--- config.mk ---
export PLATFORM = sky130hd
export DESIGN_NAME = cva5_lite_top
export DESIGN_NICKNAME = d
export VERILOG_FILES = /design/src/logic/cva5_lite_pkg.sv /design/src/logic/core_if.sv /design/src/logic/fetch_unit.sv /design/src/logic/decode_issue.sv /design/src/logic/register_file.sv /design/src/logic/alu_unit.sv /design/src/logic/branch_unit.sv /design/src/logic/cva5_lite_top.sv
export VERILOG_INCLUDE_DIRS = /design/src /design/src/logic
export SDC_FILE = /design/constraint.sdc
export NUM_CORES = 2
export LEC_CHECK = 0
export BUFFER_PORTS_ARGS = -buffer_cell sky130_fd_sc_hd__buf_4
export CAP_MARGIN = 20
export CORE_ASPECT_RATIO = 0.75
export CORE_MARGIN = 2
export CORE_UTILIZATION = 50
export DETAILED_ROUTE_END_ITERATION = 10
export GPL_TIMING_DRIVEN = 0
export PLACE_DENSITY = 0.64
export SLEW_MARGIN = 15
export SYNTH_ARGS = -nofsm -noshare
export SYNTH_HDL_FRONTEND = slang
export SYNTH_SLANG_ARGS = --single-unit
--- constraint.sdc ---
create_clock -name clk -period 13.2 [get_ports clk]
set_input_delay 1.98 -clock clk [delete_from_list [all_inputs] [get_ports clk]]
set_output_delay 1.98 -clock clk [all_outputs]
set_load 0.05 [all_outputs]
--- src/logic/cva5_lite_defines.svh ---
// Core-wide sizing constants for the lite RV32I core
// Data width, register count and reset vector

`ifndef CVA5_LITE_DEFINES_SVH
`define CVA5_LITE_DEFINES_SVH

// Data and address width
`define CVA5_XLEN 32

// Architectural integer registers
`define CVA5_NUM_REGS 32

// Register index width
`define CVA5_REG_ADDR_W 5

// Address of the first instruction fetched after reset
`define CVA5_RESET_PC 32'h0000_0000

`endif

--- src/logic/cva5_lite_pkg.sv ---
// Shared types for the lite RV32I core
// Word and register index types, operation and fetch state encodings

`default_nettype none

`include "cva5_lite_defines.svh"

package cva5_lite_pkg;

    typedef logic [`CVA5_XLEN-1:0]       word_t;
    typedef logic [`CVA5_REG_ADDR_W-1:0] reg_addr_t;

    // Operations chosen by decode
    typedef enum logic [4:0] {
        OP_ADD,
        OP_SUB,
        OP_AND,
        OP_OR,
        OP_XOR,
        OP_SLL,
        OP_SRL,
        OP_SRA,
        OP_SLT,
        OP_SLTU,
        OP_LUI,
        OP_JAL,
        OP_BEQ,
        OP_BNE,
        OP_BLT,
        OP_BGE,
        OP_NOP
    } op_e;

    // Instruction bus state
    typedef enum logic {
        FETCH_REQ,
        FETCH_WAIT
    } fetch_state_e;

endpackage

`default_nettype wire

--- src/logic/core_if.sv ---
// Internal pipeline interfaces
// Fetch to decode with its redirect path, and the issue packet to the execute units

`timescale 1ns/1ps
`default_nettype none

//////////////////////////////////////////////////
// Fetched word and redirect back to fetch
interface fetch_if
    import cva5_lite_pkg::*;
();
    logic  valid;
    word_t pc;
    word_t instr;
    logic  redirect;
    word_t redirect_pc;

    modport fetch_src (output valid, pc, instr, input redirect, redirect_pc);
    modport fetch_dst (input valid, pc, instr, redirect, redirect_pc);
    modport redir_src (output redirect, redirect_pc);
endinterface

//////////////////////////////////////////////////
// Registered issue packet
interface issue_if
    import cva5_lite_pkg::*;
();
    logic      valid;
    op_e       op;
    word_t     pc;
    word_t     rs1_val;
    word_t     rs2_val;
    word_t     imm;
    reg_addr_t rd;
    // Second ALU operand comes from imm
    logic      use_imm;

    modport issue_src (output valid, op, pc, rs1_val, rs2_val, imm, rd, use_imm);
    modport issue_dst (input valid, op, pc, rs1_val, rs2_val, imm, rd, use_imm);
endinterface

`default_nettype wire

--- src/logic/fetch_unit.sv ---
// Instruction fetch unit
// Program counter and a Wishbone classic read master, one transfer per word

`timescale 1ns/1ps
`default_nettype none

`include "cva5_lite_defines.svh"

module fetch_unit
    import cva5_lite_pkg::*;
(
    input  logic        clk,
    input  logic        rst_n,
    fetch_if.fetch_src  fetch,
    input  word_t       i_dat_i,
    input  logic        i_ack,
    output logic        i_cyc,
    output logic        i_stb,
    output logic        i_we,
    output word_t       i_adr
);

    fetch_state_e state;
    word_t        next_pc;
    logic         discard;
    logic         accept;

    function automatic word_t word_align(input word_t addr);
        return {addr[`CVA5_XLEN-1:2], 2'b00};
    endfunction

    // Word belongs to the current stream only without a pending or new redirect
    assign accept = (state == FETCH_WAIT) && i_ack && !discard && !fetch.redirect;

    assign i_cyc = (state == FETCH_WAIT);
    assign i_stb = (state == FETCH_WAIT);
    assign i_we  = 1'b0;

    //////////////////////////////////////////////////
    // Bus FSM and program counter
    always_ff @(posedge clk) begin
        if (!rst_n) begin
            state       <= FETCH_REQ;
            next_pc     <= `CVA5_RESET_PC;
            i_adr       <= `CVA5_RESET_PC;
            discard     <= 1'b0;
            fetch.valid <= 1'b0;
        end else begin
            fetch.valid <= accept;
            case (state)
                FETCH_REQ: begin
                    state <= FETCH_WAIT;
                    i_adr <= word_align(fetch.redirect ? fetch.redirect_pc : next_pc);
                end
                FETCH_WAIT: begin
                    if (i_ack) begin
                        state   <= FETCH_REQ;
                        discard <= 1'b0;
                    end else if (fetch.redirect) begin
                        // Let the cycle finish, drop its word
                        discard <= 1'b1;
                    end
                end
            endcase
            if (fetch.redirect) begin
                next_pc <= fetch.redirect_pc;
            end else if (accept) begin
                next_pc <= i_adr + word_t'(4);
            end
        end
    end

    // Fetched word and its address
    always_ff @(posedge clk) begin
        if (accept) begin
            fetch.pc    <= i_adr;
            fetch.instr <= i_dat_i;
        end
    end

endmodule

`default_nettype wire

--- src/logic/decode_issue.sv ---
// Decode and issue stage
// Maps the fetched word to an operation, builds the immediate and registers the packet

`timescale 1ns/1ps
`default_nettype none

module decode_issue
    import cva5_lite_pkg::*;
(
    input  logic        clk,
    input  logic        rst_n,
    fetch_if.fetch_dst  fetch,
    output reg_addr_t   rs1_addr,
    output reg_addr_t   rs2_addr,
    input  word_t       rs1_val,
    input  word_t       rs2_val,
    issue_if.issue_src  issue
);

    localparam logic [6:0] OPC_OP     = 7'b0110011;
    localparam logic [6:0] OPC_OP_IMM = 7'b0010011;
    localparam logic [6:0] OPC_LUI    = 7'b0110111;
    localparam logic [6:0] OPC_JAL    = 7'b1101111;
    localparam logic [6:0] OPC_BRANCH = 7'b1100011;

    logic [6:0] opcode;
    logic [2:0] funct3;
    logic [6:0] funct7;
    logic       r_legal;
    logic       i_legal;
    op_e        dec_op;
    word_t      dec_imm;
    reg_addr_t  dec_rd;
    logic       dec_use_imm;

    function automatic op_e alu_op(input logic [2:0] f3, input logic alt);
        case (f3)
            3'b000:  return alt ? OP_SUB : OP_ADD;
            3'b001:  return OP_SLL;
            3'b010:  return OP_SLT;
            3'b011:  return OP_SLTU;
            3'b100:  return OP_XOR;
            3'b101:  return alt ? OP_SRA : OP_SRL;
            3'b110:  return OP_OR;
            default: return OP_AND;
        endcase
    endfunction

    assign opcode   = fetch.instr[6:0];
    assign funct3   = fetch.instr[14:12];
    assign funct7   = fetch.instr[31:25];
    assign rs1_addr = fetch.instr[19:15];
    assign rs2_addr = fetch.instr[24:20];

    // Only SUB and SRA take the alternate funct7
    assign r_legal = (funct7 == 7'b0000000)
                  || (funct7 == 7'b0100000 && (funct3 == 3'b000 || funct3 == 3'b101));
    // Shift immediates keep funct7 in the upper bits
    assign i_legal = (funct3 == 3'b001) ? (funct7 == 7'b0000000)
                   : (funct3 == 3'b101) ? (funct7 == 7'b0000000 || funct7 == 7'b0100000)
                   : 1'b1;

    //////////////////////////////////////////////////
    // Decode
    always_comb begin
        dec_op      = OP_NOP;
        dec_rd      = '0;
        dec_imm     = {{20{fetch.instr[31]}}, fetch.instr[31:20]};
        dec_use_imm = 1'b0;
        case (opcode)
            OPC_OP: if (r_legal) begin
                dec_op = alu_op(funct3, funct7[5]);
                dec_rd = fetch.instr[11:7];
            end
            OPC_OP_IMM: if (i_legal) begin
                dec_op      = alu_op(funct3, funct3 == 3'b101 && funct7[5]);
                dec_rd      = fetch.instr[11:7];
                dec_use_imm = 1'b1;
            end
            OPC_LUI: begin
                dec_op  = OP_LUI;
                dec_rd  = fetch.instr[11:7];
                dec_imm = {fetch.instr[31:12], 12'b0};
            end
            OPC_JAL: begin
                dec_op  = OP_JAL;
                dec_rd  = fetch.instr[11:7];
                dec_imm = {{11{fetch.instr[31]}}, fetch.instr[31], fetch.instr[19:12],
                           fetch.instr[20], fetch.instr[30:21], 1'b0};
            end
            OPC_BRANCH: begin
                dec_imm = {{19{fetch.instr[31]}}, fetch.instr[31], fetch.instr[7],
                           fetch.instr[30:25], fetch.instr[11:8], 1'b0};
                case (funct3)
                    3'b000:  dec_op = OP_BEQ;
                    3'b001:  dec_op = OP_BNE;
                    3'b100:  dec_op = OP_BLT;
                    3'b101:  dec_op = OP_BGE;
                    default: dec_op = OP_NOP;
                endcase
            end
            default: ;
        endcase
    end

    //////////////////////////////////////////////////
    // Issue register
    always_ff @(posedge clk) begin
        if (!rst_n) begin
            issue.valid <= 1'b0;
        end else begin
            // Word fetched behind a taken branch is dropped
            issue.valid <= fetch.valid && !fetch.redirect;
        end
    end

    always_ff @(posedge clk) begin
        if (fetch.valid) begin
            issue.op      <= dec_op;
            issue.pc      <= fetch.pc;
            issue.rs1_val <= rs1_val;
            issue.rs2_val <= rs2_val;
            issue.imm     <= dec_imm;
            issue.rd      <= dec_rd;
            issue.use_imm <= dec_use_imm;
        end
    end

endmodule

`default_nettype wire

--- src/logic/register_file.sv ---
// Integer register file
// Two read ports, one write port, x0 hard-wired to zero, write data bypassed to reads

`timescale 1ns/1ps
`default_nettype none

`include "cva5_lite_defines.svh"

module register_file
    import cva5_lite_pkg::*;
(
    input  logic      clk,
    input  logic      rst_n,
    input  reg_addr_t rs1_addr,
    input  reg_addr_t rs2_addr,
    output word_t     rs1_val,
    output word_t     rs2_val,
    input  logic      wr_en,
    input  reg_addr_t wr_addr,
    input  word_t     wr_data
);

    word_t regs [`CVA5_NUM_REGS];

    // Same-cycle write wins over the stored value
    function automatic word_t read_port(input reg_addr_t addr);
        if (wr_en && addr == wr_addr && addr != '0) begin
            return wr_data;
        end
        return regs[addr];
    endfunction

    always_ff @(posedge clk) begin
        if (!rst_n) begin
            for (int i = 0; i < `CVA5_NUM_REGS; i++) begin
                regs[i] <= '0;
            end
        end else if (wr_en && wr_addr != '0) begin
            regs[wr_addr] <= wr_data;
        end
    end

    always_comb begin
        rs1_val = read_port(rs1_addr);
        rs2_val = read_port(rs2_addr);
    end

endmodule

`default_nettype wire

--- src/logic/alu_unit.sv ---
// Single-cycle integer ALU
// Computes the result, writes the register file and reports each instruction on commit

`timescale 1ns/1ps
`default_nettype none

`include "cva5_lite_defines.svh"

module alu_unit
    import cva5_lite_pkg::*;
(
    issue_if.issue_dst issue,
    output logic       wr_en,
    output reg_addr_t  wr_addr,
    output word_t      wr_data,
    output logic       commit_valid,
    output word_t      commit_pc,
    output reg_addr_t  commit_rd,
    output word_t      commit_value
);

    localparam int SHAMT_W = $clog2(`CVA5_XLEN);

    word_t               op_b;
    logic [SHAMT_W-1:0]  shamt;
    word_t               result;

    assign op_b  = issue.use_imm ? issue.imm : issue.rs2_val;
    assign shamt = op_b[SHAMT_W-1:0];

    always_comb begin
        case (issue.op)
            OP_ADD:  result = issue.rs1_val + op_b;
            OP_SUB:  result = issue.rs1_val - op_b;
            OP_AND:  result = issue.rs1_val & op_b;
            OP_OR:   result = issue.rs1_val | op_b;
            OP_XOR:  result = issue.rs1_val ^ op_b;
            OP_SLL:  result = issue.rs1_val << shamt;
            OP_SRL:  result = issue.rs1_val >> shamt;
            OP_SRA:  result = word_t'($signed(issue.rs1_val) >>> shamt);
            OP_SLT:  result = word_t'($signed(issue.rs1_val) < $signed(op_b));
            OP_SLTU: result = word_t'(issue.rs1_val < op_b);
            OP_LUI:  result = issue.imm;
            // Link address
            OP_JAL:  result = issue.pc + word_t'(4);
            default: result = '0;
        endcase
    end

    // Every issued instruction commits, branches and no-ops with rd zero
    assign commit_valid = issue.valid;
    assign commit_pc    = issue.pc;
    assign commit_rd    = issue.rd;
    assign commit_value = result;

    assign wr_en   = issue.valid && (issue.rd != '0);
    assign wr_addr = issue.rd;
    assign wr_data = result;

endmodule

`default_nettype wire

--- src/logic/branch_unit.sv ---
// Branch unit
// Resolves conditional branches and JAL and redirects fetch on a taken one

`timescale 1ns/1ps
`default_nettype none

module branch_unit
    import cva5_lite_pkg::*;
(
    issue_if.issue_dst issue,
    fetch_if.redir_src fetch
);

    logic equal;
    logic less;
    logic taken;

    assign equal = (issue.rs1_val == issue.rs2_val);
    assign less  = ($signed(issue.rs1_val) < $signed(issue.rs2_val));

    //////////////////////////////////////////////////
    // Branch condition
    always_comb begin
        case (issue.op)
            OP_BEQ:  taken = equal;
            OP_BNE:  taken = !equal;
            OP_BLT:  taken = less;
            OP_BGE:  taken = !less;
            OP_JAL:  taken = 1'b1;
            default: taken = 1'b0;
        endcase
    end

    // Held for the single issue cycle
    assign fetch.redirect    = issue.valid && taken;
    assign fetch.redirect_pc = issue.pc + issue.imm;

endmodule

`default_nettype wire

--- src/logic/cva5_lite_top.sv ---
// Lite RV32I core top level
// Wishbone classic instruction bus in, commit port out

`timescale 1ns/1ps
`default_nettype none

module cva5_lite_top
    import cva5_lite_pkg::*;
(
    input  logic      clk,
    input  logic      rst_n,
    input  word_t     i_dat_i,
    input  logic      i_ack,
    output logic      i_cyc,
    output logic      i_stb,
    output logic      i_we,
    output word_t     i_adr,
    output logic      commit_valid,
    output word_t     commit_pc,
    output reg_addr_t commit_rd,
    output word_t     commit_value
);

    reg_addr_t rs1_addr;
    reg_addr_t rs2_addr;
    word_t     rs1_val;
    word_t     rs2_val;
    logic      wr_en;
    reg_addr_t wr_addr;
    word_t     wr_data;

    fetch_if fetch_bus ();
    issue_if issue_bus ();

    //////////////////////////////////////////////////
    // Front end
    fetch_unit fetch_unit_inst (
        .clk     (clk),
        .rst_n   (rst_n),
        .fetch   (fetch_bus),
        .i_dat_i (i_dat_i),
        .i_ack   (i_ack),
        .i_cyc   (i_cyc),
        .i_stb   (i_stb),
        .i_we    (i_we),
        .i_adr   (i_adr)
    );

    decode_issue decode_issue_inst (
        .clk      (clk),
        .rst_n    (rst_n),
        .fetch    (fetch_bus),
        .rs1_addr (rs1_addr),
        .rs2_addr (rs2_addr),
        .rs1_val  (rs1_val),
        .rs2_val  (rs2_val),
        .issue    (issue_bus)
    );

    register_file register_file_inst (
        .clk      (clk),
        .rst_n    (rst_n),
        .rs1_addr (rs1_addr),
        .rs2_addr (rs2_addr),
        .rs1_val  (rs1_val),
        .rs2_val  (rs2_val),
        .wr_en    (wr_en),
        .wr_addr  (wr_addr),
        .wr_data  (wr_data)
    );

    //////////////////////////////////////////////////
    // Execute
    alu_unit alu_unit_inst (
        .issue        (issue_bus),
        .wr_en        (wr_en),
        .wr_addr      (wr_addr),
        .wr_data      (wr_data),
        .commit_valid (commit_valid),
        .commit_pc    (commit_pc),
        .commit_rd    (commit_rd),
        .commit_value (commit_value)
    );

    branch_unit branch_unit_inst (
        .issue (issue_bus),
        .fetch (fetch_bus)
    );

endmodule

`default_nettype wire

==> Yosys cells after proc, flatten, opt, wreduce, memory -nomap -nowiden <==
Memory sizes are Yosys's and may differ from the RTL's. A register that Yosys moved wholly into a read port is not among the register bits.
Index checks and enable logic that the tools add are counted.
{ "totals": {"reg_bits": 265, "ram_bits": 1024, "out_inout_bits": 105, "elab_cells": 134, "memories": 1} }
{ "mem_list": {"columns": ["name", "words", "width", "read_ports", "rd_ports_with_merged_regs", "write_ports", "line_no", "text"], "rows": [
  ["register_file_inst.regs", 32, 32, 2, 2, 32, "register_file.sv:23", "word_t regs [`CVA5_NUM_REGS];"]
]} }
{ "op_classes": {"add_sub_neg": 5, "n_lt_le_gt_ge": 3, "n_eq_ne": 30, "shifts": 3, "muxes": 42, "bitwise": 4, "n_reduce_logical": 31} }
{ "ops": {"columns": ["cell", "n"], "rows": [
  ["$pmux W32 S12", 1],
  ["$mux W32", 9],
  ["$lt A32 B32 Y1", 3],
  ["$pmux W31 S3", 1],
  ["$pmux W5 S7", 2],
  ["$add A32 B3 Y32 const B", 2],
  ["$add A32 B32 Y32", 2],
  ["$eq A5 B4 Y1 const B", 8],
  ["$mux W5", 7],
  ["$and A32 B32 Y32", 1],
  ["$eq A32 B32 Y1", 1],
  ["$or A32 B32 Y32", 1],
  ["$reduce_or A32 Y1", 1],
  ["$shl A32 B5 Y32", 1],
  ["$shr A32 B5 Y32", 1],
  ["$sshr A32 B5 Y32", 1],
  ["$sub A32 B32 Y32", 1],
  ["$xor A32 B32 Y32", 1],
  ["$pmux W5 S5", 1],
  ["$eq A7 B6 Y1 const B", 3],
  ["$eq A5 B3 Y1 const B", 4],
  ["$pmux W5 S4", 1],
  ["$mux W1", 17],
  ["$pmux W5 S3", 1],
  ["21 further kinds", 47]
]} }

==> Logic depth before layout (Yosys ltp) <==
{ "depth": {"depth_word": 8, "ltp_mapped": 20, "mapped_depth_nobuf": 15} }

==> By module <==
Synthesis repeated with hierarchy kept, for this count alone.
{ "unflattened": {"cells_unflattened": 6411, "hier_area_um2": 78710.5} }
{ "by_module_without_submodules": {"columns": ["module", "instances", "cells_each", "area_each_um2"], "rows": [
  ["register_file", 1, 3722, 55401.9],
  ["alu_unit", 1, 1634, 10704.0],
  ["fetch_unit", 1, 491, 5325.1],
  ["decode_issue", 1, 251, 4957.3],
  ["branch_unit", 1, 313, 2322.2]
]} }

==> Least setup slack after synthesis <==
No wires, ideal clock.
{ "synth_timing": {"kind": "reg2out", "startpoint": "register decode_issue_inst.issue.use_imm", "endpoint": "output port commit_value[28]", "t_arrival_ns": 4.549, "required_time_ns": 11.220, "path_slack_ns": 6.671, "stages_incl_launch_ff": 20, "path_buffers": 4, "cell_sequence": "edfxtp_1 > buf_4 > mux2i_4 > inv_2 > buf_2 > buf_6 > ha_1 > inv_1 > fa_1 > nor2b_1 > o311ai_1 > o21ai_1 > nor4_2 > o21ai_2 > a221oi_2 > o21ai_0 > mux2i_1 > a2111oi_4 > buf_2 > inv_1"} }
{ "synth_via": {"elab_chain_cells": 3, "elab_cells_between_ends": 10, "cone_classes": "add/sub (2); shift (3); mux (2); bitwise (3)"} }
{ "synth_rtl": {"columns": ["item", "line_no", "text"], "rows": [
  ["start, declared", "core_if.sv:38", "modport issue_src (output valid, op, pc, rs1_val, rs2_val, imm, rd, use_imm);"],
  ["start signal, assigned", "decode_issue.sv:125", "issue.use_imm <= dec_use_imm;"],
  ["$mux W32 *", "alu_unit.sv:28", "assign op_b = issue.use_imm ? issue.imm : issue.rs2_val;"],
  ["$sub A32 B32 Y32, or another cell as far along", "alu_unit.sv:34", "OP_SUB: result = issue.rs1_val - op_b;"],
  ["$pmux W32 S12 *", "alu_unit.sv:32", "case (issue.op)"],
  ["end, declared", "cva5_lite_top.sv:21", "output word_t commit_value"]
]} }
Mark *: on every way between the ends. The rest lies on a longest branch, timed or not.

==> Worst setup path in the final report <==
{ "layout_timing": {"startpoint": "register decode_issue_inst.issue.imm[4]", "endpoint": "output port commit_value[28]"} }
{ "layout_via": {"elab_chain_cells": 3, "elab_cells_between_ends": 7, "cone_classes": "add/sub (2); shift (3); mux (2)"} }
{ "layout_rtl": {"columns": ["item", "line_no", "text"], "rows": [
  ["start, declared", "core_if.sv:38", null],
  ["start signal, assigned", "decode_issue.sv:123", "issue.imm <= dec_imm;"],
  ["$mux W32 *", "alu_unit.sv:28", null],
  ["$sub A32 B32 Y32, or another cell as far along", "alu_unit.sv:34", null],
  ["$pmux W32 S12 *", "alu_unit.sv:32", null]
]} }
Marked as above.

==> impl_metrics.env <==
export IMPL_final_hold_violation_count=0
export IMPL_slew_viol_final=0
export IMPL_dpl_worst_slack_ns=3.82
export IMPL_fin_nets=6479
export IMPL_crit_chain="mux2i_1 -> clkbuf_1 -> clkbuf_1 -> ha_1 -> buf_2 -> a2111o_1 -> a31oi_1 -> o31ai_1 -> a221oi_1 -> nand3b_1 -> o21ai_0 -> a21oi_1 -> mux2i_1 -> a2111oi_4 -> buf_2 -> inv_1 -> buf_4"
export IMPL_status="complete, no violations"
export IMPL_setup_violations_final=0
export IMPL_final_setup_tns_ns=0
export IMPL_synth_simple_gate_area_share_pct=10.5
export IMPL_grt_use_total_pct=38.7
export IMPL_final_core_util_pct=56.8
export IMPL_first_pass_iters=8
export IMPL_yosys_area_top_type="edfxtp_1"
export IMPL_ys_seq_area_share_pct=51.2
export IMPL_synth_seq_cells=1297
export IMPL_routed_top_layer="met5"
export IMPL_p_per_area_mw_per_mm2=123
export IMPL_start_kind="flop"
export IMPL_rows=122
export IMPL_drt_initial_drc_count=10100
export IMPL_slowest_stage="a2111oi_4"
export IMPL_synth_fa_ha_area_share_pct=2.83
export IMPL_die_h_um=338
export IMPL_h_tree_depth=4
export IMPL_m1WireLength_um=118000
export IMPL_dp_hpwl_um=230000
export IMPL_ir_drop_uv=116
export IMPL_die_area_mm2=0.152
export IMPL_stdcell_count=8372
export IMPL_synth_compound_area_share_pct=7.76
export IMPL_clk_pin_slew_ns=0.06
export IMPL_io_pins=140
export IMPL_drcViolationCount=0
export IMPL_final_common_cell="edfxtp_1"
export IMPL_period_share_pct=82.0
export IMPL_die_x_um=450
export IMPL_layout_drive_gt1_share_pct=21.6
export IMPL_clk_latency_ns=0.80
export IMPL_syn_area_mm2=0.0746
export IMPL_cp_max_fo=11
export IMPL_slew_headroom_pct=10.8
export IMPL_clock_path_buffers=3
export IMPL_syn2layout_area_growth_pct=12.5
export IMPL_coreArea_mm2=0.148
export IMPL_synth_cells=5890
export IMPL_synth_async_reset_ratio_pct=0
export IMPL_start_util_pct=50.5
export IMPL_wl_met2_um=121000
export IMPL_fin_skew_ns=0.0397
export IMPL_synth_edf_count=1223
export IMPL_ctsHoldBuffers=0
export IMPL_min_period_ns=10.82
export IMPL_grt_pass1_wl_um=413000
export IMPL_wire_per_inst_um=35.7
export IMPL_cts_tree="built"
export IMPL_maxCapViolCount=0
export IMPL_wl_met3_um=48500
export IMPL_synth_avg_cell_area_um2=12.7
export IMPL_cts_root_buffer="clkbuf_16"
export IMPL_wirelength_um=299000
export IMPL_hp_class="reg -> reg"
export IMPL_post_cts_resized=0
export IMPL_synth_xor_area_share_pct=1.09
export IMPL_fmaxAchievable_ghz=0.0924
export IMPL_layout_common_cells="1223 x edfxtp_1, 1180 x nor2_1, 664 x mux4_2, 372 x nand2_1, 331 x clkbuf_1"
export IMPL_crit_arrival_ns=8.84
export IMPL_critPathKind="reg -> out"
export IMPL_grt_pass1_vias=54100
export IMPL_rsz0062_at_grt="false"
export IMPL_p_leak_nw=30.2
export IMPL_port_buffer_count=133
export IMPL_grt_max_degree=61
export IMPL_postCtsSetupBuffers=0
export IMPL_total_power_w=0.0103
export IMPL_synth_top_area_share_pct=49.3
export IMPL_place_congestion=1.04
export IMPL_worstPathRequired_ns=11.22
export IMPL_worst_pin_slew_ns=1.34
export IMPL_synth_mux_area_share_pct=22.7
export IMPL_viasPerCell=6.91
export IMPL_endpoint_kind="primary output"
export IMPL_synth_top_family_by_area="multiplexers"
export IMPL_yosys_top_cells_area="edfxtp_1 49%, mux4_2 20%, nor2_1 5.9%, ha_1 2.8%, nand2_1 2.0%"
export IMPL_clock_sinks=1297
export IMPL_worst_slack_ns=2.38
export IMPL_dp_cells=8102
export IMPL_synthDistinctLibCells=93
export IMPL_grt_ovfl_total=0
export IMPL_max_stage_delay_ns=1.15
export IMPL_antenna_found_initial=12
export IMPL_vias=57800
export IMPL_ys_flop_type="edfxtp_1"
export IMPL_yosys_warnings=0
export IMPL_cts_buffers=133
export IMPL_ant_nets=0
==> worst max-delay path: cells and delay by family, from the launching register on <==
family / cells / cell delay, ns
and+or+nand+nor: 1 / 0.32
muxes: 2 / 1.15
DFF: 1 / 0.68
adders and majority gates: 1 / 0.38
AOI/OAI and AO/OA: 7 / 3.22
buffers and inverters: 6 / 2.29
==> final cells by class <==
cell class	count	area [um2]
diodes	9	22.5
fillers	12300	63900
well taps	1984	2480
inverters	183	692
clock inverters	73	698
flip-flops and latches	1297	38200
clock buffers	164	3590
repair buffers	216	2230
multi-input cells	3923	33700
plain buffers	523	2250
==> sequential cells by signal, summed over array words and instances, names as in the netlist, named ones only <==
register                         cells
decode_issue_inst.issue.valid        1
decode_issue_inst.issue.rd           5
decode_issue_inst.issue.op           5
fetch_unit_inst.fetch.valid          1
register_file_inst.regs           1024
decode_issue_inst.issue.imm         32
decode_issue_inst.issue.pc          30
fetch_unit_inst.next_pc             30
fetch_unit_inst.fetch.instr         32
decode_issue_inst.issue.rs2_val     32
fetch_unit_inst.fetch.pc            30
fetch_unit_inst.discard              1
decode_issue_inst.issue.rs1_val     32
fetch_unit_inst.i_cyc                1
fetch_unit_inst.i_adr               30
decode_issue_inst.issue.use_imm      1
==> logic make-up (layout without fill, tap and decap cells) <==
group | Yosys count | count (layout)
muxes | 846 | 846
xor gates and xnor gates | 93 | 93
adders and majority gates | 167 | 167
buffers and inverters | 706 | 1159
DFF | 1297 | 1297
other | 1 | 46
and+or+nand+nor | 1897 | 1897
AOI/OAI and AO/OA | 883 | 883
==> power breakdown <==
group          total [W]  internal (W)  switching [W]
Clock            0.00384       0.00216        0.00168
Sequential       0.00479       0.00465       0.000132
Combinational    0.00167      0.000642        0.00103
==> metrics by stage <==
step                      hold slack (ns)  instance area, um2
after floorplan                     0.400               74700
after global placement              0.401               78200
after detailed placement            0.405               79300
after CTS                           0.418               83600
after global routing                0.422               83900
final                               0.413               83900
==> cell usage after synthesis, types with 38 or more instances <==
cell	count
mux2i_1	98
ha_1	164
a21o_1	51
a31oi_1	38
inv_1	175
a21oi_1	230
nand3_1	76
nor3_1	46
nor2_1	1182
dfxtp_1	74
o21ai_0	218
o211ai_1	52
mux4_2	664
nand2_1	403
buf_1	84
buf_2	92
edfxtp_1	1223
o21a_1	40
xnor2_1	62
clkbuf_1	318
mux2_2	81
==> path summary, 6_finish.rpt <==
path,from,to,slack (ns),cells past startpoint
worst max-delay path,decode_issue_inst.issue.imm[4],commit_value[28],2.38,17
worst min-delay path,fetch_unit_inst.fetch.pc[16],decode_issue_inst.issue.pc[16],0.41,0
worst max register to register,decode_issue_inst.issue.imm[4],register_file_inst.regs[4][28],5.03,16
worst min register to register,fetch_unit_inst.fetch.pc[16],decode_issue_inst.issue.pc[16],0.41,0
==> routing by layer <==
metal	vias to the layer above	track usage, %
li1	23100	-
met1	29200	57.4
met2	4820	51.6
met3	634	14.9
met4	8	13.6
met5	-	0.250
Note: power is estimated with default switching activity, not from simulation.
